[src/common/panel_pkg.sv]
/*
 * panel geometry, pixel and framebuffer address types,
 * and the HUB75 pin bundle driven by the scanner
 */
`default_nettype none

package panel_pkg;

    localparam int PANEL_WIDTH  = 8;  // columns
    localparam int PANEL_HEIGHT = 4;  // rows, top and bottom half together
    localparam int ROW_PAIRS    = 2;  // rows per half = scan rows
    localparam int COLOR_BITS   = 2;  // bit-planes per channel

    typedef logic [$clog2(PANEL_WIDTH)-1:0]              col_addr_t;
    typedef logic [$clog2(ROW_PAIRS)-1:0]                row_addr_t;
    typedef logic [$clog2(PANEL_WIDTH*PANEL_HEIGHT)-1:0] fb_addr_t;
    typedef logic [3*COLOR_BITS-1:0]                     pixel_t;  // red, green, blue
    typedef logic [$clog2(COLOR_BITS)-1:0]               plane_t;
    typedef logic [2:0]                                  rgb_t;    // bit 2 red, bit 0 blue
    typedef logic [COLOR_BITS-1:0]                       brightness_mask_t;

    typedef struct packed {
        pixel_t top;
        pixel_t bottom;
    } pixel_pair_t;

    // pins of one HUB75 connector
    typedef struct packed {
        rgb_t      rgb_top;
        rgb_t      rgb_bottom;
        row_addr_t row_addr;
        logic      clk_pixel;
        logic      latch;
        logic      oe_n;  // low = leds on
    } hub75_t;

endpackage

`default_nettype wire

[src/common/link_pkg.sv]
/*
 * serial link constants, command opcodes and decoder states
 */
`default_nettype none

package link_pkg;

    localparam int UART_DATA_BITS = 8;  // 8N1 framing

    typedef logic [UART_DATA_BITS-1:0] byte_t;

    localparam byte_t CMD_PIXEL             = 8'h50;  // 'P' addr data
    localparam byte_t CMD_RGB_ENABLE        = 8'h45;  // 'E' mask, bits 2:0 = r g b
    localparam byte_t CMD_BRIGHTNESS_ENABLE = 8'h42;  // 'B' mask, one bit per plane

    typedef enum logic [2:0] {
        IDLE,
        PIXEL_ADDR,
        PIXEL_DATA,
        RGB_MASK,
        BRIGHT_MASK
    } cmd_state_t;

endpackage

`default_nettype wire

[src/uart_rx.sv]
/*
 * 8N1 serial receiver with two-flop input synchronizer
 */
`timescale 1ns/100ps
`default_nettype none

module uart_rx #(
    parameter int CLKS_PER_BIT = 8
) (
    input  wire logic            clk_root,
    input  wire logic            rst_n,
    input  wire logic            rxd,
    output link_pkg::byte_t      rx_byte,
    output logic                 rx_strobe
);

    localparam int CNT_W = $clog2(CLKS_PER_BIT + 1);
    localparam int BIT_W = $clog2(link_pkg::UART_DATA_BITS);

    typedef enum logic [1:0] {RX_IDLE, RX_START, RX_DATA, RX_STOP} rx_state_t;

    rx_state_t          state;
    logic               rxd_meta;
    logic               rxd_sync;
    logic [CNT_W-1:0]   clk_cnt;
    logic [BIT_W-1:0]   bit_idx;

    always_ff @(posedge clk_root) begin
        if (!rst_n) begin
            rxd_meta <= 1'b1;  // idle line is high
            rxd_sync <= 1'b1;
        end else begin
            rxd_meta <= rxd;
            rxd_sync <= rxd_meta;
        end
    end

    always_ff @(posedge clk_root) begin
        if (!rst_n) begin
            state     <= RX_IDLE;
            clk_cnt   <= '0;
            bit_idx   <= '0;
            rx_strobe <= 1'b0;
        end else begin
            rx_strobe <= 1'b0;
            clk_cnt   <= clk_cnt + 1'b1;
            case (state)
                RX_IDLE: begin
                    clk_cnt <= '0;
                    if (!rxd_sync) state <= RX_START;  // start edge
                end
                RX_START: if (clk_cnt == CNT_W'(CLKS_PER_BIT / 2 - 1)) begin
                    clk_cnt <= '0;
                    bit_idx <= '0;
                    state   <= rxd_sync ? RX_IDLE : RX_DATA;  // glitch, back to idle
                end
                RX_DATA: if (clk_cnt == CNT_W'(CLKS_PER_BIT - 1)) begin
                    clk_cnt <= '0;
                    bit_idx <= bit_idx + 1'b1;
                    if (bit_idx == BIT_W'(link_pkg::UART_DATA_BITS - 1)) state <= RX_STOP;
                end
                RX_STOP: if (clk_cnt == CNT_W'(CLKS_PER_BIT - 1)) begin
                    rx_strobe <= rxd_sync;  // bad stop bit drops the frame
                    state     <= RX_IDLE;
                end
                default: state <= RX_IDLE;
            endcase
        end
    end

    // lsb first, shifted in at bit centres
    always_ff @(posedge clk_root) begin
        if (state == RX_DATA && clk_cnt == CNT_W'(CLKS_PER_BIT - 1)) begin
            rx_byte <= {rxd_sync, rx_byte[link_pkg::UART_DATA_BITS-1:1]};
        end
    end

endmodule

`default_nettype wire

[src/control/command_decoder.sv]
/*
 * byte command decoder: framebuffer pixel writes and mask updates
 */
`timescale 1ns/100ps
`default_nettype none

module command_decoder (
    input  wire logic                clk_root,
    input  wire logic                rst_n,
    input  wire link_pkg::byte_t     rx_byte,
    input  wire logic                rx_strobe,
    output logic                     fb_write_en,
    output panel_pkg::fb_addr_t      fb_write_addr,
    output panel_pkg::pixel_t        fb_write_data,
    output logic                     cfg_write_rgb,
    output logic                     cfg_write_bright,
    output link_pkg::byte_t          cfg_data
);

    localparam int ADDR_W = $bits(panel_pkg::fb_addr_t);
    localparam int PIX_W  = $bits(panel_pkg::pixel_t);

    link_pkg::cmd_state_t state;

    always_ff @(posedge clk_root) begin
        if (!rst_n) begin
            state            <= link_pkg::IDLE;
            fb_write_en      <= 1'b0;
            cfg_write_rgb    <= 1'b0;
            cfg_write_bright <= 1'b0;
        end else begin
            fb_write_en      <= 1'b0;  // all writes are single pulses
            cfg_write_rgb    <= 1'b0;
            cfg_write_bright <= 1'b0;
            if (rx_strobe) begin
                case (state)
                    link_pkg::IDLE: begin
                        case (rx_byte)
                            link_pkg::CMD_PIXEL:             state <= link_pkg::PIXEL_ADDR;
                            link_pkg::CMD_RGB_ENABLE:        state <= link_pkg::RGB_MASK;
                            link_pkg::CMD_BRIGHTNESS_ENABLE: state <= link_pkg::BRIGHT_MASK;
                            default:                         state <= link_pkg::IDLE;
                        endcase
                    end
                    link_pkg::PIXEL_ADDR: state <= link_pkg::PIXEL_DATA;
                    link_pkg::PIXEL_DATA: begin
                        fb_write_en <= 1'b1;
                        state       <= link_pkg::IDLE;
                    end
                    link_pkg::RGB_MASK: begin
                        cfg_write_rgb <= 1'b1;
                        state         <= link_pkg::IDLE;
                    end
                    link_pkg::BRIGHT_MASK: begin
                        cfg_write_bright <= 1'b1;
                        state            <= link_pkg::IDLE;
                    end
                    default: state <= link_pkg::IDLE;
                endcase
            end
        end
    end

    // operand bytes, captured alongside the state moves above
    always_ff @(posedge clk_root) begin
        if (rx_strobe) begin
            if (state == link_pkg::PIXEL_ADDR) fb_write_addr <= rx_byte[ADDR_W-1:0];
            if (state == link_pkg::PIXEL_DATA) fb_write_data <= rx_byte[PIX_W-1:0];
            cfg_data <= rx_byte;  // only consumed with a cfg pulse
        end
    end

endmodule

`default_nettype wire

[src/control/panel_config_regs.sv]
/*
 * colour-enable and brightness-enable mask registers
 */
`timescale 1ns/100ps
`default_nettype none

module panel_config_regs (
    input  wire logic                  clk_root,
    input  wire logic                  rst_n,
    input  wire logic                  cfg_write_rgb,
    input  wire logic                  cfg_write_bright,
    input  wire link_pkg::byte_t       cfg_data,
    output panel_pkg::rgb_t            rgb_enable,
    output panel_pkg::brightness_mask_t brightness_enable
);

    always_ff @(posedge clk_root) begin
        if (!rst_n) begin
            rgb_enable        <= '1;  // everything visible out of reset
            brightness_enable <= '1;
        end else begin
            if (cfg_write_rgb) begin
                rgb_enable <= cfg_data[$bits(panel_pkg::rgb_t)-1:0];
            end
            if (cfg_write_bright) begin
                brightness_enable <= cfg_data[panel_pkg::COLOR_BITS-1:0];
            end
        end
    end

endmodule

`default_nettype wire

[src/framebuffer_ram.sv]
/*
 * pixel memory, one write port and one registered read port
 */
`timescale 1ns/100ps
`default_nettype none

module framebuffer_ram (
    input  wire logic                 clk_root,
    input  wire logic                 write_en,
    input  wire panel_pkg::fb_addr_t  write_addr,
    input  wire panel_pkg::pixel_t    write_data,
    input  wire logic                 rd_en,
    input  wire panel_pkg::fb_addr_t  rd_addr,
    output panel_pkg::pixel_t         rd_data
);

    localparam int DEPTH = panel_pkg::PANEL_WIDTH * panel_pkg::PANEL_HEIGHT;

    panel_pkg::pixel_t mem [DEPTH];

    always_ff @(posedge clk_root) begin
        if (write_en) mem[write_addr] <= write_data;
    end

    // one cycle read latency
    always_ff @(posedge clk_root) begin
        if (rd_en) rd_data <= mem[rd_addr];
    end

endmodule

`default_nettype wire

[src/scan/frame_fetch.sv]
/*
 * pixel pair fetch for the scanner, top row then bottom row,
 * answered over a four-phase req/ack handshake
 */
`timescale 1ns/100ps
`default_nettype none

module frame_fetch (
    input  wire logic                   clk_root,
    input  wire logic                   rst_n,
    input  wire logic                   col_req,
    input  wire panel_pkg::col_addr_t   col_addr,
    input  wire panel_pkg::row_addr_t   row_addr,
    output logic                        col_ack,
    output panel_pkg::pixel_pair_t      pixel_pair,
    output logic                        rd_en,
    output panel_pkg::fb_addr_t         rd_addr,
    input  wire panel_pkg::pixel_t      rd_data
);

    localparam int ADDR_W = $bits(panel_pkg::fb_addr_t);

    typedef enum logic [2:0] {F_IDLE, F_TOP, F_BOTTOM, F_CAPTURE, F_ACK} fetch_state_t;

    fetch_state_t        state;
    panel_pkg::fb_addr_t top_addr;
    panel_pkg::fb_addr_t bottom_addr;

    // bottom half sits ROW_PAIRS rows further down
    assign top_addr    = ADDR_W'(row_addr * panel_pkg::PANEL_WIDTH + col_addr);
    assign bottom_addr = ADDR_W'((row_addr + panel_pkg::ROW_PAIRS) * panel_pkg::PANEL_WIDTH
                                 + col_addr);

    always_ff @(posedge clk_root) begin
        if (!rst_n) begin
            state   <= F_IDLE;
            rd_en   <= 1'b0;
            col_ack <= 1'b0;
        end else begin
            case (state)
                F_IDLE: if (col_req) begin
                    rd_en <= 1'b1;
                    state <= F_TOP;
                end
                F_TOP:    state <= F_BOTTOM;  // ram takes top address
                F_BOTTOM: begin
                    rd_en <= 1'b0;
                    state <= F_CAPTURE;
                end
                F_CAPTURE: begin
                    col_ack <= 1'b1;
                    state   <= F_ACK;
                end
                F_ACK: if (!col_req) begin
                    col_ack <= 1'b0;
                    state   <= F_IDLE;
                end
                default: state <= F_IDLE;
            endcase
        end
    end

    always_ff @(posedge clk_root) begin
        if (state == F_IDLE)    rd_addr <= top_addr;
        if (state == F_TOP)     rd_addr <= bottom_addr;
        if (state == F_BOTTOM)  pixel_pair.top    <= rd_data;
        if (state == F_CAPTURE) pixel_pair.bottom <= rd_data;
    end

endmodule

`default_nettype wire

[src/scan/matrix_scan.sv]
/*
 * HUB75 scanner with column shift, row latch and weighted bit-plane on time
 */
`timescale 1ns/100ps
`default_nettype none

module matrix_scan #(
    parameter int ON_TIME_BASE = 4
) (
    input  wire logic                         clk_root,
    input  wire logic                         rst_n,
    input  wire panel_pkg::rgb_t              rgb_enable,
    input  wire panel_pkg::brightness_mask_t  brightness_enable,
    output logic                              col_req,
    output panel_pkg::col_addr_t              col_addr,
    output panel_pkg::row_addr_t              row_addr,
    input  wire logic                         col_ack,
    input  wire panel_pkg::pixel_pair_t       pixel_pair,
    output panel_pkg::hub75_t                 panel
);

    localparam int MAX_ON = ON_TIME_BASE << (panel_pkg::COLOR_BITS - 1);  // longest plane
    localparam int ON_W   = $clog2(MAX_ON + 1);

    typedef enum logic [2:0] {S_REQUEST, S_WAIT_ACK, S_CLOCK, S_LATCH, S_DISPLAY} scan_state_t;

    scan_state_t          state;
    panel_pkg::plane_t    plane;
    logic [ON_W-1:0]      on_cnt;

    // channel bits of one plane after both masks
    function automatic panel_pkg::rgb_t plane_bits(panel_pkg::pixel_t px,
                                                   panel_pkg::plane_t p,
                                                   panel_pkg::rgb_t rgb_en,
                                                   panel_pkg::brightness_mask_t br_en);
        panel_pkg::rgb_t bits;
        for (int ch = 0; ch < $bits(panel_pkg::rgb_t); ch++) begin
            bits[ch] = px[ch*panel_pkg::COLOR_BITS + p] & rgb_en[ch];
        end
        return bits & {$bits(panel_pkg::rgb_t){br_en[p]}};
    endfunction

    always_ff @(posedge clk_root) begin
        if (!rst_n) begin
            state      <= S_REQUEST;
            col_req    <= 1'b0;
            col_addr   <= '0;
            row_addr   <= '0;
            plane      <= '0;
            on_cnt     <= '0;
            panel      <= '0;
            panel.oe_n <= 1'b1;  // dark until the first plane
        end else begin
            panel.clk_pixel <= 1'b0;
            panel.latch     <= 1'b0;
            case (state)
                S_REQUEST: if (!col_ack) begin  // previous ack gone
                    col_req <= 1'b1;
                    state   <= S_WAIT_ACK;
                end
                S_WAIT_ACK: if (col_ack) begin
                    col_req          <= 1'b0;
                    panel.rgb_top    <= plane_bits(pixel_pair.top, plane,
                                                   rgb_enable, brightness_enable);
                    panel.rgb_bottom <= plane_bits(pixel_pair.bottom, plane,
                                                   rgb_enable, brightness_enable);
                    state            <= S_CLOCK;
                end
                S_CLOCK: begin
                    panel.clk_pixel <= 1'b1;  // data already stable for a cycle
                    col_addr        <= col_addr + 1'b1;
                    if (col_addr == panel_pkg::col_addr_t'(panel_pkg::PANEL_WIDTH - 1)) begin
                        col_addr <= '0;
                        state    <= S_LATCH;
                    end else begin
                        state <= S_REQUEST;
                    end
                end
                S_LATCH: begin
                    panel.latch    <= 1'b1;
                    panel.row_addr <= row_addr;
                    on_cnt         <= ON_W'(ON_TIME_BASE << plane);
                    state          <= S_DISPLAY;
                end
                S_DISPLAY: begin
                    if (on_cnt != '0) begin
                        panel.oe_n <= 1'b0;
                        on_cnt     <= on_cnt - 1'b1;
                    end else begin
                        panel.oe_n <= 1'b1;
                        plane      <= plane + 1'b1;
                        // next row once all planes of this one are shown
                        if (plane == panel_pkg::plane_t'(panel_pkg::COLOR_BITS - 1)) begin
                            plane    <= '0;
                            row_addr <= (row_addr == panel_pkg::row_addr_t'(
                                         panel_pkg::ROW_PAIRS - 1)) ? '0 : row_addr + 1'b1;
                        end
                        state <= S_REQUEST;
                    end
                end
                default: state <= S_REQUEST;
            endcase
        end
    end

endmodule

`default_nettype wire

[src/led_matrix_top.sv]
/*
 * LED matrix driver top: uart, command decoder, masks, framebuffer, fetch, scan
 */
`timescale 1ns/100ps
`default_nettype none

module led_matrix_top #(
    parameter int CLKS_PER_BIT = 8,
    parameter int ON_TIME_BASE = 4
) (
    input  wire logic          clk_root,
    input  wire logic          rst_n,
    input  wire logic          uart_rxd,
    output panel_pkg::hub75_t  panel
);

    link_pkg::byte_t              rx_byte;
    logic                         rx_strobe;
    logic                         fb_write_en;
    panel_pkg::fb_addr_t          fb_write_addr;
    panel_pkg::pixel_t            fb_write_data;
    logic                         cfg_write_rgb;
    logic                         cfg_write_bright;
    link_pkg::byte_t              cfg_data;
    panel_pkg::rgb_t              rgb_enable;
    panel_pkg::brightness_mask_t  brightness_enable;
    logic                         col_req;
    logic                         col_ack;
    panel_pkg::col_addr_t         col_addr;
    panel_pkg::row_addr_t         row_addr;
    panel_pkg::pixel_pair_t       pixel_pair;
    logic                         rd_en;
    panel_pkg::fb_addr_t          rd_addr;
    panel_pkg::pixel_t            rd_data;

    uart_rx #(.CLKS_PER_BIT(CLKS_PER_BIT)) u_uart_rx (
        .clk_root, .rst_n, .rxd(uart_rxd), .rx_byte, .rx_strobe
    );

    command_decoder u_command_decoder (
        .clk_root, .rst_n, .rx_byte, .rx_strobe,
        .fb_write_en, .fb_write_addr, .fb_write_data,
        .cfg_write_rgb, .cfg_write_bright, .cfg_data
    );

    panel_config_regs u_panel_config_regs (
        .clk_root, .rst_n, .cfg_write_rgb, .cfg_write_bright, .cfg_data,
        .rgb_enable, .brightness_enable
    );

    framebuffer_ram u_framebuffer_ram (
        .clk_root,
        .write_en(fb_write_en), .write_addr(fb_write_addr), .write_data(fb_write_data),
        .rd_en, .rd_addr, .rd_data
    );

    frame_fetch u_frame_fetch (
        .clk_root, .rst_n, .col_req, .col_addr, .row_addr, .col_ack,
        .pixel_pair, .rd_en, .rd_addr, .rd_data
    );

    matrix_scan #(.ON_TIME_BASE(ON_TIME_BASE)) u_matrix_scan (
        .clk_root, .rst_n, .rgb_enable, .brightness_enable,
        .col_req, .col_addr, .row_addr, .col_ack, .pixel_pair, .panel
    );

endmodule

`default_nettype wire

[config.mk]
export PLATFORM = sky130hd
export DESIGN_NAME = led_matrix_top
export DESIGN_NICKNAME = d
export VERILOG_FILES = /design/src/common/panel_pkg.sv /design/src/common/link_pkg.sv /design/src/uart_rx.sv /design/src/control/command_decoder.sv /design/src/control/panel_config_regs.sv /design/src/framebuffer_ram.sv /design/src/scan/frame_fetch.sv /design/src/scan/matrix_scan.sv /design/src/led_matrix_top.sv
export SDC_FILE = /design/constraint.sdc
export NUM_CORES = 1
export LEC_CHECK = 0
export ABC_CLOCK_PERIOD_IN_PS = 2550
export BUFFER_PORTS_ARGS = -buffer_cell sky130_fd_sc_hd__buf_4
export CAP_MARGIN = 20
export CORE_MARGIN = 1.5
export CORE_UTILIZATION = 40
export DETAILED_ROUTE_END_ITERATION = 16
export PLACE_DENSITY_LB_ADDON = 0.2
export RECOVER_POWER = 25
export SLEW_MARGIN = 0
export SYNTH_ARGS = -nofsm -noshare
export SYNTH_HDL_FRONTEND = slang
export SYNTH_HIERARCHICAL = 1
export SYNTH_SLANG_ARGS = --single-unit
[constraint.sdc]
create_clock -name clk_root -period 2.55 [get_ports clk_root]
set_input_delay 0.3825 -clock clk_root [delete_from_list [all_inputs] [get_ports clk_root]]
set_output_delay 0.3825 -clock clk_root [all_outputs]
set_load 0.005 [all_outputs]
* After elaboration in Yosys (flattened, before gate mapping)
Memory sizes are Yosys's and may differ from the RTL's. A register that Yosys moved wholly into a read port is not among the register bits. Index checks and enable logic that the tools add are counted.
Cells by class: eq/ne operators 33, $add $sub $neg 11, $lt $le $gt $ge 4, muxes and demuxes 59, bitwise operators 9, shift operators 1, reduce and logical (&&, ||, !) cells 27
Operator list (number):
- 32-bit by 4-bit < comparator with 1-bit output, second input constant | 2
- 3-bit one-hot mux with 5 select lines | 2
- 8-bit by 7-bit equality test with 1-bit output, second input constant | 3
- 1-bit 2-to-1 mux | 24
- 3-bit 2-to-1 mux | 8
- 3-bit by 2-bit equality test with 1-bit output, second input constant | 6
- 2-bit AND reduction | 9
- 3-bit equality test, second input constant | 5
- 3-bit AND reduction | 5
- 2-bit 2-to-1 mux | 7
- 1-bit binary-select mux with 3-bit select | 4
- 4-bit 2-to-1 mux | 3
- 2-bit by 1-bit != test with 1-bit output, second input constant | 6
- 3-bit one-hot mux with 2 select lines | 2
- 4-bit one-hot mux with 3 select lines | 1
- 2-bit nonzero test | 6
- 5-bit 2-to-1 mux | 2
- 2-bit != test, second input constant | 5
- 3-bit by 1-bit equality test with 1-bit output, second input constant | 3
- 3-bit logical NOT | 3
- 3-bit one-hot mux with 3 select lines | 1
- 2-bit one-hot mux with 4 select lines | 1
- 4-bit one-hot mux with 2 select lines | 1
- 3-bit by 1-bit adder with 3-bit output, second input constant | 2
- 23 further kinds | 33
Word-level totals: memories 1, output and inout port bits 10, input bits 3, RAM bits 192, flip-flop bits (word level) 90
Memories:
- u_framebuffer_ram.mem | words 32, width 6, rd ports 1, clocked after Yosys merged registers in 1, wr ports 1, line framebuffer_ram.sv:19 | panel_pkg::pixel_t mem [DEPTH];

* Longest topological paths before layout
word-level depth 5, gate-level depth with buffers 6, gate-level depth less buffers 6

* By module
Netlist, hierarchy kept.
Modules (own cells, without submodules):
- framebuffer_ram | area an instance 7649.8 sq um, instances 1, cells each 323
- matrix_scan | area an instance 1084.8 sq um, instances 1, cells each 123
- command_decoder | area an instance 883.3 sq um, instances 1, cells each 52
- uart_rx | area an instance 837.1 sq um, instances 1, cells each 71
- frame_fetch | area an instance 749.5 sq um, instances 1, cells each 42
- panel_config_regs | area an instance 168.9 sq um, instances 1, cells each 15

* Worst setup path before layout
OpenSTA, ideal clock, no wires.
kind register -> register, from register u_frame_fetch.rd_addr[2], to register u_framebuffer_ram.rd_data[0] (read register of u_framebuffer_ram.mem), data pin, path slack 0.217 ns, stages on the path, launching flop included 6, library setup time 0.260 ns, clock period less this slack 2.333 ns, path buffers 2, arrival time 2.073 ns, path through edfxtp_1 > clkbuf_1 > clkbuf_1 > mux4_2 > mux4_2 > mux2_2
RTL lines:
- start, declared | line frame_fetch.sv:17 | output panel_pkg::fb_addr_t rd_addr,
- start signal, assigned | line frame_fetch.sv:64 | if (state == F_IDLE) rd_addr <= top_addr;
- start signal, assigned | line frame_fetch.sv:65 | if (state == F_TOP) rd_addr <= bottom_addr;
- end, declared | line framebuffer_ram.sv:14 | output panel_pkg::pixel_t rd_data

==> flow_metrics.env <==
export IMPL_wl_mm=22.1
export IMPL_startpoint_type="flip-flop"
export IMPL_gp_congestion=0.781
export IMPL_viasPerCell=5.26
export IMPL_crit_chain="buf_12 > buf_4 > mux4_2 > mux4_2 > mux2_2"
export IMPL_clk_pin_slew_ps=60
export IMPL_clockRootBuffer="clkbuf_16"
export IMPL_diodes=0
export IMPL_max_slew_margin_pct=7.66
export IMPL_drcViolationCount=0
export IMPL_initial_core_util_pct=40.5
export IMPL_critPathSlowestCell="mux4_2"
export IMPL_cts_max_path_buffers=3
export IMPL_worst_path_most_repeated_cell="mux4_2"
export IMPL_die_area_sq_um=29100
export IMPL_p_leak_nw=4.06
export IMPL_dr_pass1_iters=5
export IMPL_avgSynthCellArea_sq_um=18.1
export IMPL_die_x_um=171
export IMPL_htreeDepth=1
export IMPL_crit_path_end_kind="flip-flop"
export IMPL_syn_area_sq_um=11200
export IMPL_hpwl_mm=14.0
export IMPL_io_buffers=12
export IMPL_finClkSkew_ps=8.24
export IMPL_internal_power_mw=8.11
export IMPL_cts_sinks=288
export IMPL_seq_power_share_pct=50.7
export IMPL_cp_max_fo=26
export IMPL_setup_viol=0
export IMPL_arrival_ps=2690
export IMPL_ant_nets=0
export IMPL_area_growth_pct=14.9
export IMPL_max_stage_delay_ps=510
export IMPL_synth_fp_nets=630
export IMPL_vias=5632
export IMPL_cts_resized=0
export IMPL_tightestPinTransition_ps=1390
export IMPL_grt_overflow=0
export IMPL_critPathKind="reg -> reg"
export IMPL_wire_per_inst_um=20.6
export IMPL_clock_latency_ps=540
export IMPL_total_power_mw=10.2
export IMPL_slew_violations=0
export IMPL_antenna_found_initial=0
export IMPL_netSwitchingFraction_pct=20.3
export IMPL_worstPathRequired_ps=2840
export IMPL_power_switching_mw=2.06
export IMPL_peakVddDrop_v=0.000424
export IMPL_p_per_area_nw_per_um2=789
export IMPL_ys_warn_count=6
export IMPL_drt_iter0_markers=402
export IMPL_hold_class="in -> reg"
export IMPL_power_frac_comb_pct=6.7
export IMPL_ioPinCount=13
export IMPL_setup_tns_ps=0
export IMPL_outcome="complete, no violations"
export IMPL_cts_buffers_inserted=30
export IMPL_p_clk_share_pct=42.6
export IMPL_grt_start_max_net_pins=49
export IMPL_fmax_mhz=416
export IMPL_nets=680
export IMPL_core_sq_um=27700
export IMPL_grt_pass1_vias=5697
export IMPL_grt_first_pass_wirelength_mm=33.9
export IMPL_rsz0062_at_grt="no"
export IMPL_cts_tree="done"
export IMPL_hold_viol=0
export IMPL_cap_violations=0
export IMPL_grtUsageTotal_pct=15.6
export IMPL_post_route_min_period_ps=2400
export IMPL_syn_inst=621
export IMPL_rows=61
export IMPL_drive_above_1_share_pct=24.0
export IMPL_period_share_pct=94.2
export IMPL_die_h_um=171
## power groups by stage
stage	logic (mW)	registers (mW)	clock network (mW)
after detailed placement	0.691	5.26	0
after global placement	0.687	5.26	0
after floorplan	0.523	5.22	0
final	0.679	5.16	4.34
after CTS	0.695	5.16	4.44
after global routing	0.729	5.16	4.61
## worst paths after layout
check / start / endpoint / slack (ps) / cells after the start
setup / recovery: u_frame_fetch/rd_addr[0] / u_framebuffer_ram/rd_data[2] / 150 / 5
hold / removal: rst_n / u_panel_config_regs/brightness_enable[0] / 230 / 2
setup reg to reg: u_frame_fetch/rd_addr[0] / u_framebuffer_ram/rd_data[2] / 150 / 5
hold reg to reg: u_uart_rx/rxd_meta / u_uart_rx/rxd_sync / 410 / 1
## metal layers
layer | routed length (um) | GRT usage, % | up-vias
li1 | - | - | 2562
met1 | 9580 | 21.5 | 2912
met2 | 11000 | 25.9 | 124
met3 | 1090 | 2.36 | 34
met4 | 447 | 4.54 | 0
met5 | 0 | 0 | -
## final cells by class
class	count	area (sq um)
timing repair buffer	45	378
tap	378	473
clock buffer	40	820
sequential	288	8140
clock inverter	13	163
inverter	10	37.5
fill	2310	14800
multi-input combinational	296	2890
## placed cells by master, fill, tap and decap left out, types with 10 or more instances in the layout
cell type  count
nand3_1       14
nand2_1       28
clkbuf_16     31
nor2_1        41
edfxtp_1     237
dfxtp_1       51
nor2b_1       11
buf_4         37
clkbuf_1      10
mux4_2        60
nand3b_1      11
## flip-flops by register name, summed over array words and instances, names as in the netlist, 4 cells and up, named ones only
| signal | count |
|---|---|
| u_framebuffer_ram/rd_data | 6 |
| u_uart_rx/clk_cnt | 4 |
| u_uart_rx/rx_byte | 8 |
| u_matrix_scan/panel | 10 |
| u_matrix_scan/on_cnt | 4 |
| u_frame_fetch/rd_addr | 5 |
| u_command_decoder/fb_write_data | 6 |
| u_frame_fetch/pixel_pair | 12 |
| u_framebuffer_ram/mem | 192 |
| u_command_decoder/fb_write_addr | 5 |
## timing repair
| action | CTS | global route |
|---|---|---|
| hold buffers | 1 | 0 |
| buffers inserted | 0 | 0 |
| endpoints found under the hold margin | 1 | 0 |
## through the flow
| step | cell area (sq um) | hold WS (ps) | worst slack (ps) | utilization, % | std cells |
|---|---|---|---|---|---|
| after floorplan | 11200 | 386 | 217 | - | 621 |
| after global routing | 12900 | 241 | 57.5 | 46.6 | 1070 |
| final | 12900 | 228 | 149 | 46.6 | 1070 |
| after CTS | 12900 | 202 | 109 | 46.5 | 1069 |
| after global placement | 11900 | 393 | 143 | 42.9 | 1015 |
| after detailed placement | 11900 | 399 | 119 | 42.9 | 1015 |
## critical path, delay by kind of cell (launching register included)
family	cells	cell delay, ps
multiplexers	3	1280
buffers and inverters	2	430
flip-flops	1	430
Power figures use the tool's default switching activity.
